`config.mk`:
```
export PLATFORM = sky130hd
export DESIGN_NAME = llc_tag_store
export DESIGN_NICKNAME = d
export VERILOG_FILES = /design/src/llc_cfg_pkg.sv /design/src/llc_tag_pkg.sv /design/src/tag_way.sv /design/src/victim_select.sv /design/src/resp_spill.sv /design/src/tag_store_ctrl.sv /design/src/llc_tag_store.sv
export SDC_FILE = /design/constraint.sdc
export NUM_CORES = 1
export LEC_CHECK = 0
export BUFFER_PORTS_ARGS = -buffer_cell sky130_fd_sc_hd__buf_2
export CORE_MARGIN = 3
export CORE_UTILIZATION = 60
export DETAILED_ROUTE_END_ITERATION = 8
export HOLD_SLACK_MARGIN = 0.06
export PLACE_DENSITY = 0.78
export SETUP_SLACK_MARGIN = 0.2
export SYNTH_ARGS = -nofsm -noshare
export SYNTH_HDL_FRONTEND = slang
export SYNTH_SLANG_ARGS = --single-unit
export TNS_END_PERCENT = 100
```
`constraint.sdc`:
```
create_clock -name clk_i -period 7.3 [get_ports clk_i]
set_input_delay 1.46 -clock clk_i [delete_from_list [all_inputs] [get_ports clk_i]]
set_output_delay 1.46 -clock clk_i [all_outputs]
set_load 0.1 [all_outputs]
```
`src/llc_cfg_pkg.sv`:
```
// Cache geometry for the LLC tag store, imported by every RTL block of the store
`default_nettype none

package llc_cfg_pkg;

  // ------------------------------------------------------------------------
  // Base geometry
  // ------------------------------------------------------------------------

  // Ways per set
  localparam int unsigned NumWays = 4;

  // Sets in the cache, one tag memory row each
  localparam int unsigned NumSets = 16;

  // Stored tag bits per line
  localparam int unsigned TagWidth = 8;

  // ------------------------------------------------------------------------
  // Derived widths
  // ------------------------------------------------------------------------

  // Set index doubles as the row address of each way memory
  localparam int unsigned IndexWidth = $clog2(NumSets);

  // Binary way number, used for the victim pointer and line selection
  localparam int unsigned WayIdxWidth = $clog2(NumWays);

endpackage

`default_nettype wire

```
`src/llc_tag_pkg.sv`:
```
// Request, response and stored-line types shared by the tag store blocks and its testbench
`default_nettype none

package llc_tag_pkg;

  import llc_cfg_pkg::*;

  // ------------------------------------------------------------------------
  // Basic fields
  // ------------------------------------------------------------------------

  // One bit per way, used for allowed masks and one-hot way selects
  typedef logic [NumWays-1:0] way_mask_t;

  // Set index
  typedef logic [IndexWidth-1:0] index_t;

  // Tag of a line
  typedef logic [TagWidth-1:0] tag_t;

  // Request modes
  typedef enum logic {
    MODE_LOOKUP = 1'b0,
    MODE_FLUSH  = 1'b1
  } tag_mode_e;

  // Controller FSM states
  typedef enum logic [1:0] {
    ST_IDLE  = 2'd0,
    ST_READ  = 2'd1,
    ST_RESP  = 2'd2,
    ST_WRITE = 2'd3
  } ctrl_state_e;

  // ------------------------------------------------------------------------
  // Structs
  // ------------------------------------------------------------------------

  // Line as held in one way: valid flop plus dirty/tag memory
  typedef struct packed {
    logic valid;
    logic dirty;
    tag_t tag;
  } tag_line_t;

  // Request; way is the allowed mask on lookup, the one-hot target on flush
  typedef struct packed {
    tag_mode_e mode;
    way_mask_t way;
    index_t    index;
    tag_t      tag;
    logic      dirty;
  } tag_req_t;

  // Response; way is one-hot, evict_tag only meaningful with evict set
  typedef struct packed {
    way_mask_t way;
    logic      hit;
    logic      evict;
    tag_t      evict_tag;
  } tag_res_t;

endpackage

`default_nettype wire

```
`src/tag_way.sv`:
```
// One way of the tag store with valid flops, tag/dirty memory and tag compare
`timescale 1ns/1ps
`default_nettype none

module tag_way (
  input  logic                   clk_i,
  input  logic                   arst_n_i,
  input  logic                   req_i,
  input  logic                   we_i,
  input  llc_tag_pkg::index_t    index_i,
  input  llc_tag_pkg::tag_line_t wdata_i,
  input  llc_tag_pkg::tag_t      cmp_tag_i,
  output llc_tag_pkg::tag_line_t rdata_o,
  output logic                   hit_o,
  output logic                   rvalid_o
);

  import llc_cfg_pkg::*;
  import llc_tag_pkg::*;

  // Valid bits per set, cleared at reset so a first lookup is defined
  logic [NumSets-1:0] valid_q;
  // Dirty and tag storage, no reset
  logic               dirty_mem [NumSets];
  tag_t               tag_mem   [NumSets];
  // Read port register, holds the last read until the next one
  tag_line_t          rd_line_q;
  logic               rvalid_q;

  always_ff @(posedge clk_i or negedge arst_n_i) begin : proc_valid
    if (!arst_n_i) begin
      valid_q  <= '0;
      rvalid_q <= 1'b0;
    end else begin
      if (req_i && we_i) begin
        valid_q[index_i] <= wdata_i.valid;
      end
      // One pulse per read, one cycle after the request
      rvalid_q <= req_i & ~we_i;
    end
  end

  always_ff @(posedge clk_i) begin : proc_mem
    if (req_i && we_i) begin
      dirty_mem[index_i] <= wdata_i.dirty;
      tag_mem[index_i]   <= wdata_i.tag;
    end
    // Writes leave the read register alone
    if (req_i && !we_i) begin
      rd_line_q.valid <= valid_q[index_i];
      rd_line_q.dirty <= dirty_mem[index_i];
      rd_line_q.tag   <= tag_mem[index_i];
    end
  end

  assign rdata_o  = rd_line_q;
  assign rvalid_o = rvalid_q;

  // Hit on a valid line with matching tag
  assign hit_o = rd_line_q.valid & (rd_line_q.tag == cmp_tag_i);

endmodule

`default_nettype wire

```
`src/victim_select.sv`:
```
// Picks the victim way on a lookup miss for the tag store controller
`timescale 1ns/1ps
`default_nettype none

module victim_select (
  input  logic                   clk_i,
  input  logic                   arst_n_i,
  input  logic                   sel_req_i,
  input  logic                   sel_take_i,
  input  llc_tag_pkg::way_mask_t allowed_i,
  input  llc_tag_pkg::way_mask_t valid_i,
  output llc_tag_pkg::way_mask_t victim_o
);

  import llc_cfg_pkg::*;
  import llc_tag_pkg::*;

  // Round robin pointer for sets whose allowed ways are all taken
  logic [WayIdxWidth-1:0] ptr_q;
  logic [WayIdxWidth-1:0] ptr_next;
  logic [WayIdxWidth-1:0] pick_idx;
  way_mask_t              free_way;
  logic                   set_full;

  always_comb begin : proc_pick
    int unsigned pos;
    pos      = 0;
    free_way = allowed_i & ~valid_i;
    set_full = ~|free_way;
    pick_idx = '0;
    if (!set_full) begin
      // Scan downwards so the lowest free way wins
      for (int i = NumWays - 1; i >= 0; i--) begin
        if (free_way[i]) begin
          pick_idx = WayIdxWidth'(i);
        end
      end
    end else begin
      // First allowed way at or after the pointer with wrap
      for (int i = NumWays - 1; i >= 0; i--) begin
        pos = (int'(ptr_q) + i) % NumWays;
        if (allowed_i[pos]) begin
          pick_idx = WayIdxWidth'(pos);
        end
      end
    end
  end

  // Pointer moves to the way after the chosen one
  assign ptr_next = (pick_idx == WayIdxWidth'(NumWays - 1)) ? '0 : pick_idx + 1'b1;

  // No victim without a request or with an empty mask
  assign victim_o = (sel_req_i && (|allowed_i)) ? (way_mask_t'(1) << pick_idx) : '0;

  // An empty mask chooses nothing and leaves the pointer where it is
  always_ff @(posedge clk_i or negedge arst_n_i) begin : proc_ptr
    if (!arst_n_i) begin
      ptr_q <= '0;
    end else if (sel_req_i && sel_take_i && set_full && (|allowed_i)) begin
      ptr_q <= ptr_next;
    end
  end

endmodule

`default_nettype wire

```
`src/resp_spill.sv`:
```
// Two-entry spill register on the response path, cuts the path to the consumer
`timescale 1ns/1ps
`default_nettype none

module resp_spill (
  input  logic                  clk_i,
  input  logic                  arst_n_i,
  input  logic                  valid_i,
  output logic                  ready_o,
  input  llc_tag_pkg::tag_res_t data_i,
  output logic                  valid_o,
  input  logic                  ready_i,
  output llc_tag_pkg::tag_res_t data_o
);

  import llc_tag_pkg::*;

  // ------------------------------------------------------------------------
  // Entry A takes new data, entry B catches A when the output stalls
  // ------------------------------------------------------------------------

  logic     a_full_q;
  logic     b_full_q;
  tag_res_t a_data_q;
  tag_res_t b_data_q;
  logic     a_fill;
  logic     a_drain;
  logic     b_fill;
  logic     b_drain;

  // Accept while at least one entry is free
  assign ready_o = ~a_full_q | ~b_full_q;

  assign a_fill  = valid_i & ready_o;
  // A leaves when B is empty, either to the output or into B
  assign a_drain = a_full_q & ~b_full_q;
  // A moves into B only if the consumer stalls
  assign b_fill  = a_drain & ~ready_i;
  assign b_drain = b_full_q & ready_i;

  always_ff @(posedge clk_i or negedge arst_n_i) begin : proc_full
    if (!arst_n_i) begin
      a_full_q <= 1'b0;
      b_full_q <= 1'b0;
    end else begin
      if (a_fill || a_drain) begin
        a_full_q <= a_fill;
      end
      if (b_fill || b_drain) begin
        b_full_q <= b_fill;
      end
    end
  end

  always_ff @(posedge clk_i) begin : proc_data
    if (a_fill) begin
      a_data_q <= data_i;
    end
    if (b_fill) begin
      b_data_q <= a_data_q;
    end
  end

  // ------------------------------------------------------------------------
  // Output side
  // ------------------------------------------------------------------------

  // B is always older than A, so it goes first
  assign valid_o = a_full_q | b_full_q;
  assign data_o  = b_full_q ? b_data_q : a_data_q;

endmodule

`default_nettype wire

```
`src/tag_store_ctrl.sv`:
```
// Tag store FSM: reads the ways, builds the response, writes back once it is accepted
`timescale 1ns/1ps
`default_nettype none

module tag_store_ctrl (
  input  logic                   clk_i,
  input  logic                   arst_n_i,
  input  llc_tag_pkg::tag_req_t  req_i,
  input  logic                   req_valid_i,
  output logic                   req_ready_o,
  input  llc_tag_pkg::tag_line_t [llc_cfg_pkg::NumWays-1:0] line_i,
  input  llc_tag_pkg::way_mask_t hit_i,
  input  llc_tag_pkg::way_mask_t rvalid_i,
  output logic                   sel_req_o,
  output logic                   sel_take_o,
  output llc_tag_pkg::way_mask_t sel_allowed_o,
  output llc_tag_pkg::way_mask_t sel_valid_o,
  input  llc_tag_pkg::way_mask_t victim_i,
  output llc_tag_pkg::way_mask_t ram_req_o,
  output llc_tag_pkg::way_mask_t ram_we_o,
  output llc_tag_pkg::index_t    ram_index_o,
  output llc_tag_pkg::tag_line_t ram_wdata_o,
  output llc_tag_pkg::tag_t      cmp_tag_o,
  output logic                   res_valid_o,
  input  logic                   res_ready_i,
  output llc_tag_pkg::tag_res_t  res_o
);

  import llc_cfg_pkg::*;
  import llc_tag_pkg::*;

  ctrl_state_e            state_q;
  ctrl_state_e            state_d;
  // Accepted request
  tag_req_t               req_q;
  // Response side
  way_mask_t              hit_way;
  logic                   lookup_hit;
  way_mask_t              res_way;
  logic [WayIdxWidth-1:0] res_idx;
  tag_line_t              res_line;
  logic                   res_take;
  // Write-back, latched when the response is taken
  logic                   wr_en;
  tag_line_t              wr_line;
  way_mask_t              wr_way_q;
  tag_line_t              wr_line_q;

  // ------------------------------------------------------------------------
  // FSM
  // ------------------------------------------------------------------------

  assign req_ready_o = (state_q == ST_IDLE);
  assign res_valid_o = (state_q == ST_RESP);
  assign res_take    = res_valid_o & res_ready_i;

  always_comb begin : proc_next_state
    state_d = state_q;
    unique case (state_q)
      ST_IDLE: begin
        if (req_valid_i) begin
          state_d = ST_READ;
        end
      end
      // Wait until every read way has returned its line
      ST_READ: begin
        if ((rvalid_i & req_q.way) == req_q.way) begin
          state_d = ST_RESP;
        end
      end
      // Response held here while the spill stage is full
      ST_RESP: begin
        if (res_ready_i) begin
          state_d = ST_WRITE;
        end
      end
      ST_WRITE: begin
        state_d = ST_IDLE;
      end
      default: begin
        state_d = ST_IDLE;
      end
    endcase
  end

  always_ff @(posedge clk_i or negedge arst_n_i) begin : proc_state
    if (!arst_n_i) begin
      state_q  <= ST_IDLE;
      wr_way_q <= '0;
    end else begin
      state_q <= state_d;
      if (res_take) begin
        wr_way_q <= wr_en ? res_way : '0;
      end
    end
  end

  always_ff @(posedge clk_i) begin : proc_payload
    if (req_valid_i && req_ready_o) begin
      req_q <= req_i;
    end
    if (res_take) begin
      wr_line_q <= wr_line;
    end
  end

  // ------------------------------------------------------------------------
  // Response
  // ------------------------------------------------------------------------

  // Ways outside the request hold stale read data
  assign hit_way    = hit_i & req_q.way;
  assign lookup_hit = (req_q.mode == MODE_LOOKUP) & (|hit_way);

  always_comb begin : proc_valid_vec
    for (int i = 0; i < NumWays; i++) begin
      sel_valid_o[i] = line_i[i].valid;
    end
  end

  assign sel_allowed_o = req_q.way;
  assign sel_req_o     = res_valid_o & (req_q.mode == MODE_LOOKUP) & ~(|hit_way);
  // Pointer only moves once the miss response is really gone
  assign sel_take_o    = sel_req_o & res_ready_i;

  always_comb begin : proc_res_way
    if (req_q.mode == MODE_FLUSH) begin
      res_way = req_q.way;
    end else if (lookup_hit) begin
      res_way = hit_way;
    end else begin
      res_way = victim_i;
    end
  end

  // One-hot to binary, lowest set bit
  always_comb begin : proc_res_idx
    res_idx = '0;
    for (int i = NumWays - 1; i >= 0; i--) begin
      if (res_way[i]) begin
        res_idx = WayIdxWidth'(i);
      end
    end
  end

  assign res_line = line_i[res_idx];

  always_comb begin : proc_resp
    res_o     = '0;
    res_o.way = res_way;
    if (lookup_hit) begin
      res_o.hit = 1'b1;
    end else begin
      // Miss victim or flushed line, evict only if valid and dirty
      res_o.evict     = (|res_way) & res_line.valid & res_line.dirty;
      res_o.evict_tag = res_line.tag;
    end
  end

  // ------------------------------------------------------------------------
  // Write-back and memory port
  // ------------------------------------------------------------------------

  always_comb begin : proc_wr
    wr_en   = 1'b1;
    wr_line = '{valid: 1'b1, dirty: req_q.dirty, tag: req_q.tag};
    if (req_q.mode == MODE_FLUSH) begin
      wr_line = '0;
    end else if (lookup_hit) begin
      // Hit only writes when a clean line turns dirty
      wr_en         = req_q.dirty & ~res_line.dirty;
      wr_line.dirty = 1'b1;
    end
  end

  always_comb begin : proc_ram
    ram_req_o   = '0;
    ram_we_o    = '0;
    ram_index_o = req_q.index;
    if (state_q == ST_IDLE) begin
      // Read straight off the request on the accept edge
      ram_index_o = req_i.index;
      if (req_valid_i) begin
        ram_req_o = req_i.way;
      end
    end else if (state_q == ST_WRITE) begin
      ram_req_o = wr_way_q;
      ram_we_o  = wr_way_q;
    end
  end

  assign ram_wdata_o = wr_line_q;
  assign cmp_tag_o   = req_q.tag;

endmodule

`default_nettype wire

```
`src/llc_tag_store.sv`:
```
// Top of the LLC tag store, connects controller, ways, victim choice and output spill
`timescale 1ns/1ps
`default_nettype none

module llc_tag_store (
  input  logic                  clk_i,
  input  logic                  arst_n_i,
  // Request side
  input  llc_tag_pkg::tag_req_t req_i,
  input  logic                  req_valid_i,
  output logic                  req_ready_o,
  // Response side
  output llc_tag_pkg::tag_res_t res_o,
  output logic                  res_valid_o,
  input  logic                  res_ready_i
);

  import llc_cfg_pkg::*;
  import llc_tag_pkg::*;

  // ------------------------------------------------------------------------
  // Wires
  // ------------------------------------------------------------------------

  // Controller to ways, shared by all ways
  way_mask_t                 ram_req;
  way_mask_t                 ram_we;
  index_t                    ram_index;
  tag_line_t                 ram_wdata;
  tag_t                      cmp_tag;
  // Ways back to controller
  tag_line_t [NumWays-1:0]   way_line;
  way_mask_t                 way_hit;
  way_mask_t                 way_rvalid;
  // Victim choice
  logic                      sel_req;
  logic                      sel_take;
  way_mask_t                 sel_allowed;
  way_mask_t                 sel_valid;
  way_mask_t                 victim;
  // Controller into spill stage
  tag_res_t                  ctrl_res;
  logic                      ctrl_res_valid;
  logic                      ctrl_res_ready;

  tag_store_ctrl i_ctrl (
    .clk_i         (clk_i),
    .arst_n_i      (arst_n_i),
    .req_i         (req_i),
    .req_valid_i   (req_valid_i),
    .req_ready_o   (req_ready_o),
    .line_i        (way_line),
    .hit_i         (way_hit),
    .rvalid_i      (way_rvalid),
    .sel_req_o     (sel_req),
    .sel_take_o    (sel_take),
    .sel_allowed_o (sel_allowed),
    .sel_valid_o   (sel_valid),
    .victim_i      (victim),
    .ram_req_o     (ram_req),
    .ram_we_o      (ram_we),
    .ram_index_o   (ram_index),
    .ram_wdata_o   (ram_wdata),
    .cmp_tag_o     (cmp_tag),
    .res_valid_o   (ctrl_res_valid),
    .res_ready_i   (ctrl_res_ready),
    .res_o         (ctrl_res)
  );

  // One storage way per cache way
  for (genvar i = 0; i < NumWays; i++) begin : gen_way
    tag_way i_way (
      .clk_i     (clk_i),
      .arst_n_i  (arst_n_i),
      .req_i     (ram_req[i]),
      .we_i      (ram_we[i]),
      .index_i   (ram_index),
      .wdata_i   (ram_wdata),
      .cmp_tag_i (cmp_tag),
      .rdata_o   (way_line[i]),
      .hit_o     (way_hit[i]),
      .rvalid_o  (way_rvalid[i])
    );
  end

  victim_select i_victim (
    .clk_i      (clk_i),
    .arst_n_i   (arst_n_i),
    .sel_req_i  (sel_req),
    .sel_take_i (sel_take),
    .allowed_i  (sel_allowed),
    .valid_i    (sel_valid),
    .victim_o   (victim)
  );

  // Always in the path, no bypass
  resp_spill i_spill (
    .clk_i    (clk_i),
    .arst_n_i (arst_n_i),
    .valid_i  (ctrl_res_valid),
    .ready_o  (ctrl_res_ready),
    .data_i   (ctrl_res),
    .valid_o  (res_valid_o),
    .ready_i  (res_ready_i),
    .data_o   (res_o)
  );

endmodule

`default_nettype wire

```
Yosys cells after proc, flatten, opt, wreduce, memory -nomap -nowiden --
Memory sizes are Yosys's and may differ from the RTL's. A register that Yosys moved wholly into a read port is not among the register bits. Cells that the tools add are included.
Operators by class: shift operators 1, equality and inequality tests 12, add/sub/neg operators 4, bitwise gates (word level) 35, reduce and logical (&&, ||, !) cells 27, muxes and demuxes 65, order comparisons 7
Operator list (number):
- 16-bit bitwise mux | 4
- 4-bit two-way mux | 9
- 2-bit two-way mux | 17
- 8-bit == test | 4
- 1-bit two-way mux | 22
- 10-bit binary-select mux with 2-bit select | 1
- 1-bit AND | 19
- 1-bit binary-select mux with 4-bit select | 4
- 4-bit OR reduction | 4
- 2-bit by 3-bit < comparator with 1-bit output (second input constant) | 5
- 1-bit logical AND | 14
- 14-bit two-way mux | 1
- 4-bit AND | 3
- 10-bit two-way mux | 1
- 1-bit inverter | 10
- 1-bit binary-select mux with 2-bit select | 4
- 2-bit one-hot mux with 4 select lines | 1
- 2-bit == test (second input constant) | 3
- 1-bit logical NOT | 5
- 4-bit by 5-bit < comparator with 1-bit output (second input constant) | 1
- 2-bit by 1-bit adder with 2-bit output (second input constant) | 2
- 2-bit adder (second input constant) | 2
- 1-bit demux with 4-bit select | 1
- 4-bit == test | 1
- other kinds (10) | 13
Storage, ports and cells: input bits 22, register bits 138, output and inout bits 16, memories 8, memory bits (writable) 576
Memories:
- gen_way[0].i_way.tag_mem | depth 16, bits a word 8, rd ports 1, clocked after Yosys merged registers in 1, write ports 1, line tag_way.sv:25 | tag_t tag_mem [NumSets];
- gen_way[1].i_way.tag_mem | depth 16, bits a word 8, rd ports 1, clocked after Yosys merged registers in 1, write ports 1, line tag_way.sv:25
- gen_way[2].i_way.tag_mem | depth 16, bits a word 8, rd ports 1, clocked after Yosys merged registers in 1, write ports 1, line tag_way.sv:25
- gen_way[3].i_way.tag_mem | depth 16, bits a word 8, rd ports 1, clocked after Yosys merged registers in 1, write ports 1, line tag_way.sv:25
- gen_way[0].i_way.dirty_mem | depth 16, bits a word 1, rd ports 1, clocked after Yosys merged registers in 1, write ports 1, line tag_way.sv:24 | logic dirty_mem [NumSets];
- gen_way[1].i_way.dirty_mem | depth 16, bits a word 1, rd ports 1, clocked after Yosys merged registers in 1, write ports 1, line tag_way.sv:24
- +2 memories

Logic depth before layout (Yosys ltp) --
depth after elaboration 23, gate-level depth with buffers 14, mapped depth without buffers 13

Cells and area by module --
Synthesis repeated with hierarchy kept, for this count alone.
Second synthesis, totals: cells, all modules 1556, area, all modules 30620.6 um^2
By module, submodules not included:
- tag_way | instances 4, cells each 318, area an instance 6747.7 um^2, seq. area each 5049.8 um^2
- tag_store_ctrl | instances 1, cells each 192, area an instance 2110.8 um^2, seq. area each 991.0 um^2
- resp_spill | instances 1, cells each 52, area an instance 1166.1 um^2, seq. area each 890.9 um^2
- victim_select | instances 1, cells each 40, area an instance 352.8 um^2, seq. area each 50.0 um^2

Worst setup path before layout --
No wires, ideal clock.
path type reg-to-reg, start register i_ctrl.state_q[0], end register gen_way[1].i_way.valid_q[2], data arrival time 3.763 ns, path buffers 4, slack 3.412 ns, cell stages (with the launch flop) 12, required time 7.175 ns, clock period less this slack 3.888 ns, cells stage by stage dfrtp_1 > inv_1 > ha_1 > buf_2 > mux2_2 > clkbuf_1 > buf_2 > buf_2 > nor2_1 > nand3_1 > nor2_1 > mux2_2
Between the ends: longest elaborated chain between the ends 7
Ends and longest elaborated chain:
- from (decl) | line tag_store_ctrl.sv:32 | ctrl_state_e state_q;
- from (signal assigned) | line tag_store_ctrl.sv:91 | state_q <= state_d;
- 2-bit logical NOT (*)
- named net req_ready_o | line llc_tag_store.sv:11 | output logic req_ready_o,
- 4-bit two-way mux | line tag_store_ctrl.sv:180 | if (state_q == ST_IDLE) begin
- 4-bit by 5-bit < comparator with 1-bit output (implied by the code) or 4-bit by 1-bit greater-or-equal comparator with 1-bit output (tied branches) | line tag_way.sv:36 | valid_q[index_i] <= wdata_i.valid;
- 1-bit logical AND (implied by the code) | line tag_way.sv:36
- 1-bit two-way mux (implied by the code) | line tag_way.sv:36
- 1-bit demux with 4-bit select
- 16-bit bitwise mux | line tag_way.sv:36
- to (signal, indexed assignment) | line tag_way.sv:36
- to (decl) | line tag_way.sv:22 | logic [NumSets-1:0] valid_q;
Mark *: on every way through the listed nets, which the timed path passes. The rest lies on a longest branch. A chain may end at the register's enable or synchronous reset.

Worst setup path after layout --
start register i_ctrl.state_q[1], end register gen_way[3].i_way.valid_q[0]
Between the ends: longest elaborated chain between the ends 7
Ends and longest elaborated chain (line):
- 2-bit logical NOT | tag_store_ctrl.sv:180
- 4-bit two-way mux | tag_store_ctrl.sv:180
- 4-bit by 5-bit < comparator with 1-bit output (implied by the code) or 4-bit by 1-bit greater-or-equal comparator with 1-bit output (tied branches) | tag_way.sv:36
- 1-bit logical AND (implied by the code) | tag_way.sv:36
- 1-bit two-way mux (implied by the code) | tag_way.sv:36
- 1-bit demux with 4-bit select
- 16-bit bitwise mux | tag_way.sv:36
- to (signal, indexed assignment) | tag_way.sv:36
- to (decl) | tag_way.sv:22
Several ways; a longest one is shown, not always the timed one.

==> flow_summary.toml <==
[worst_setup_path]
startpoint_type = "flip-flop"
cp-end-kind = "flip-flop"
arrival_ps = 4700
criticalPathCategory = "reg -> reg"
cp_max_fo = 28
worst_ep_required_time_ps = 7800

[yosys]
synth_edf_count = 672
yosysSeqAreaShare_pct = 73.9
synth_nets = 1610
synth.avg_cell_area_um2 = 18.9
synthArstFlopShare_pct = 10.4
synthDistinctLibCells = 52
yosysWarnings = 0
syn_inst = 1580
synth_area_um2 = 29900
synth_flop_cell = "edfxtp_1"
synth_seq_cells = 750

[cts]
h-tree-depth = 3
clk_pin_slew_ps = 60
cts.hold.buffers_added = 0
clock-root-buffer = "clkbuf_16"
cts_made_buffers = 73
clk_latency_ps = 620
post_cts_buffers = 0
cts.repair.resized = 0
cts_max_path_buffers = 3
cts_tree = "built"
cts.sinks = 750

[run]
maxCapViolCount = 0

[final_layout]
finalNetCount = 1672
multi_input_area_um2 = 7420
area_growth_pct = 11.5
seqCellArea_um2 = 22100
final_util_pct = 67.9
drive_above_1_share_pct = 26.0
n_antenna_cell = 0
fillers = 3030

[global_route]
grt_pass1_wl_mm = 102
grtUsageMet3_pct = 5.44
grt_pass1_vias = 15800
met1_usage_pct = 36.8
use_met2_pct = 41.7
grt_busiest_layer = "met2"
antenna_found_initial = 0
grt_overflow = 0
track_usage_pct = 26.3
grt_max_degree = 77

[route]
vias = 15541
drt-total-wl_mm = 67.0
antenna_left = 0
drt-wirelength-per-cell_um = 28.3
vias_per_cell = 6.58
drtIter0Drc = 1893
drtPass1Iterations = 5
drc = 0

[sta]
timing.fmax_mhz = 238
clock_skew_ps = 19.0
slew_headroom_pct = 8.94
final.setup.tns_ps = 0
rsz0062_at_grt = "no"
setup_violations = 0
maxSlewViolCount = 0
fin_hold_ws_ps = 447
worst_pin_slew_ps = 1360
hold_violations = 0
worst_slack_ps = 3100
fin_crit_sh_pct = 57.5
period_needed_ps = 4200

[floorplan]
coreArea_um2 = 49200
ios = 38
rows = 81
fp.dieH_um = 229
die_area_um2 = 52600
die_width_um = 229
start_util_pct = 60.9

[power_and_ir_drop]
p_per_area_nw_per_um2 = 381
ir_drop_mv = 0.220
p_leak_nw = 11.3

[status]
outcome = "finished clean"

[place]
place_ws_ps = 2590
portBuffers = 37
gp_congestion = 0.912
hpwl_mm = 39.8

[min_path]
hold_path_class = "reg -> reg"
==> per-stage QoR <==
stage | std cells | power [mW] | cell area, um^2
finish | 2363 | 12.7 | 33400
global route | 2363 | 13.2 | 33400
CTS | 2363 | 12.8 | 33400
detailed placement | 2231 | 8.97 | 30900
global placement | 2231 | 8.86 | 30900
floorplan | 1580 | 7.96 | 29900
==> report_power, final <==
part	leakage (nW)	switching [mW]	internal, mW
Clock	1.19	1.55	2.26
Sequential	7.13	0.238	5.37
Combinational	2.94	2.09	1.19
Total	11.3	3.88	8.81
==> path summary, 6_finish.rpt <==
kind / startpoint / end / depth (start not counted) / slack (ps)
min reg2reg: i_spill.a_data_q[11] / i_spill.b_data_q[11] / 0 / 450
min: i_spill.a_data_q[11] / i_spill.b_data_q[11] / 0 / 450
max: i_ctrl.state_q[1] / gen_way[3].i_way.valid_q[0] / 7 / 3100
min in group asynchronous: arst_n_i / gen_way[1].i_way.valid_q[9] / 1 / 780
max in group asynchronous: arst_n_i / gen_way[2].i_way.valid_q[10] / 2 / 5360
max reg2reg: i_ctrl.state_q[1] / gen_way[3].i_way.valid_q[0] / 7 / 3100
==> logic make-up (layout without fill, tap and decap cells) <==
logic type | Yosys count | after routing | synth area share [%]
muxes | 264 | 264 | 15.9
buffers and inverters | 107 | 226 | 1.46
adders and majority gates | 8 | 8 | 0.334
xor gates and xnor gates | 29 | 29 | 0.849
and+or+nand+nor | 286 | 286 | 4.37
DFF | 750 | 750 | 73.9
AOI/OAI and AO/OA | 136 | 136 | 3.17
==> layout by cell type, fill, tap and decap left out, drive strengths merged, types with 3 or more instances in the layout <==
master / count
clkbuf: 103
mux2: 82
o21ai: 10
xor2: 26
nor3: 6
and2: 42
o22ai: 13
mux4: 160
bufinv: 7
inv: 21
and3: 9
nand2b: 4
nor2: 84
xnor2: 3
dfrtp: 78
nor4: 4
nor2b: 13
a31oi: 45
nand3: 9
ha: 8
o21a: 4
mux2i: 22
edfxtp: 672
a21oi: 11
a211oi: 41
nand2: 108
clkinv: 17
buf: 76
==> Yosys cell counts (2+ instances only) <==
library cell | number | area (um^2)
o21ai_0 | 8 | 40.0
dfrtp_1 | 78 | 1950
mux2_2 | 82 | 923
a31oi_2 | 2 | 25.0
o22ai_1 | 13 | 81.3
and2_0 | 2 | 12.5
nor3_1 | 6 | 30.0
nand3_1 | 9 | 45.0
inv_1 | 17 | 63.8
buf_1 | 8 | 30.0
and2_1 | 40 | 250
nand4_1 | 2 | 12.5
xor2_1 | 26 | 228
and3_1 | 9 | 56.3
o21a_1 | 4 | 30.0
a221oi_2 | 2 | 30.0
a211oi_1 | 40 | 300
edfxtp_1 | 672 | 20200
mux2i_1 | 22 | 220
nand2_1 | 107 | 402
a41oi_1 | 2 | 17.5
nor2_1 | 83 | 312
nor2b_1 | 13 | 81.3
xnor2_1 | 3 | 26.3
mux4_2 | 160 | 3600
nor4_1 | 4 | 25.0
buf_2 | 20 | 100
or2_2 | 2 | 12.5
nand2b_1 | 4 | 25.0
a31oi_1 | 43 | 269
clkbuf_1 | 59 | 221
ha_1 | 8 | 100
a21oi_1 | 11 | 55.1
==> worst max-delay path, stage by stage (launching register included) <==
cell and delay, ps:
dfrtp_1 400, inv_1 100, ha_1 160, buf_4 290, mux2i_4 890, nand4_1 780, nor2_1 1010, mux2_2 410
==> layout make-up <==
class | instances | share of cell area, %
Clock buffer | 103 | 6.30
Clock inverter | 29 | 0.986
Inverter | 18 | 0.203
Multi-Input combinational cell | 723 | 22.2
Sequential cell | 750 | 66.3
Tap cell | 664 | 2.49
Timing Repair Buffer | 76 | 1.44
==> sequential cells by signal, indices dropped and copies added (netlist names), 2 cells and up <==
| register | count |
|---|---|
| gen_way.i_way.dirty_mem | 64 |
| i_ctrl.ram_wdata_o | 10 |
| i_ctrl.wr_way_q | 4 |
| i_ctrl.sel_allowed_o | 4 |
| gen_way.i_way.tag_mem | 512 |
| i_ctrl.req_q | 6 |
| i_ctrl.cmp_tag_o | 8 |
| i_spill.a_data_q | 14 |
| i_ctrl.state_q | 2 |
| i_victim.ptr_q | 2 |
| gen_way.i_way.valid_q | 64 |
| i_spill.b_data_q | 14 |
| gen_way.i_way.rvalid_o | 4 |
| gen_way.i_way.rdata_o | 40 |
==> layer usage <==
layer / part of all wire [%] / up-vias / wire (um)
met1: 38 / 8103 / 25400
met4: 3.8 / 0 / 2560
met3: 9.1 / 158 / 6070
met2: 49 / 845 / 32900
li1: - / 6435 / -
met5: 0 / - / 0
Power figures use the tool's default switching activity.
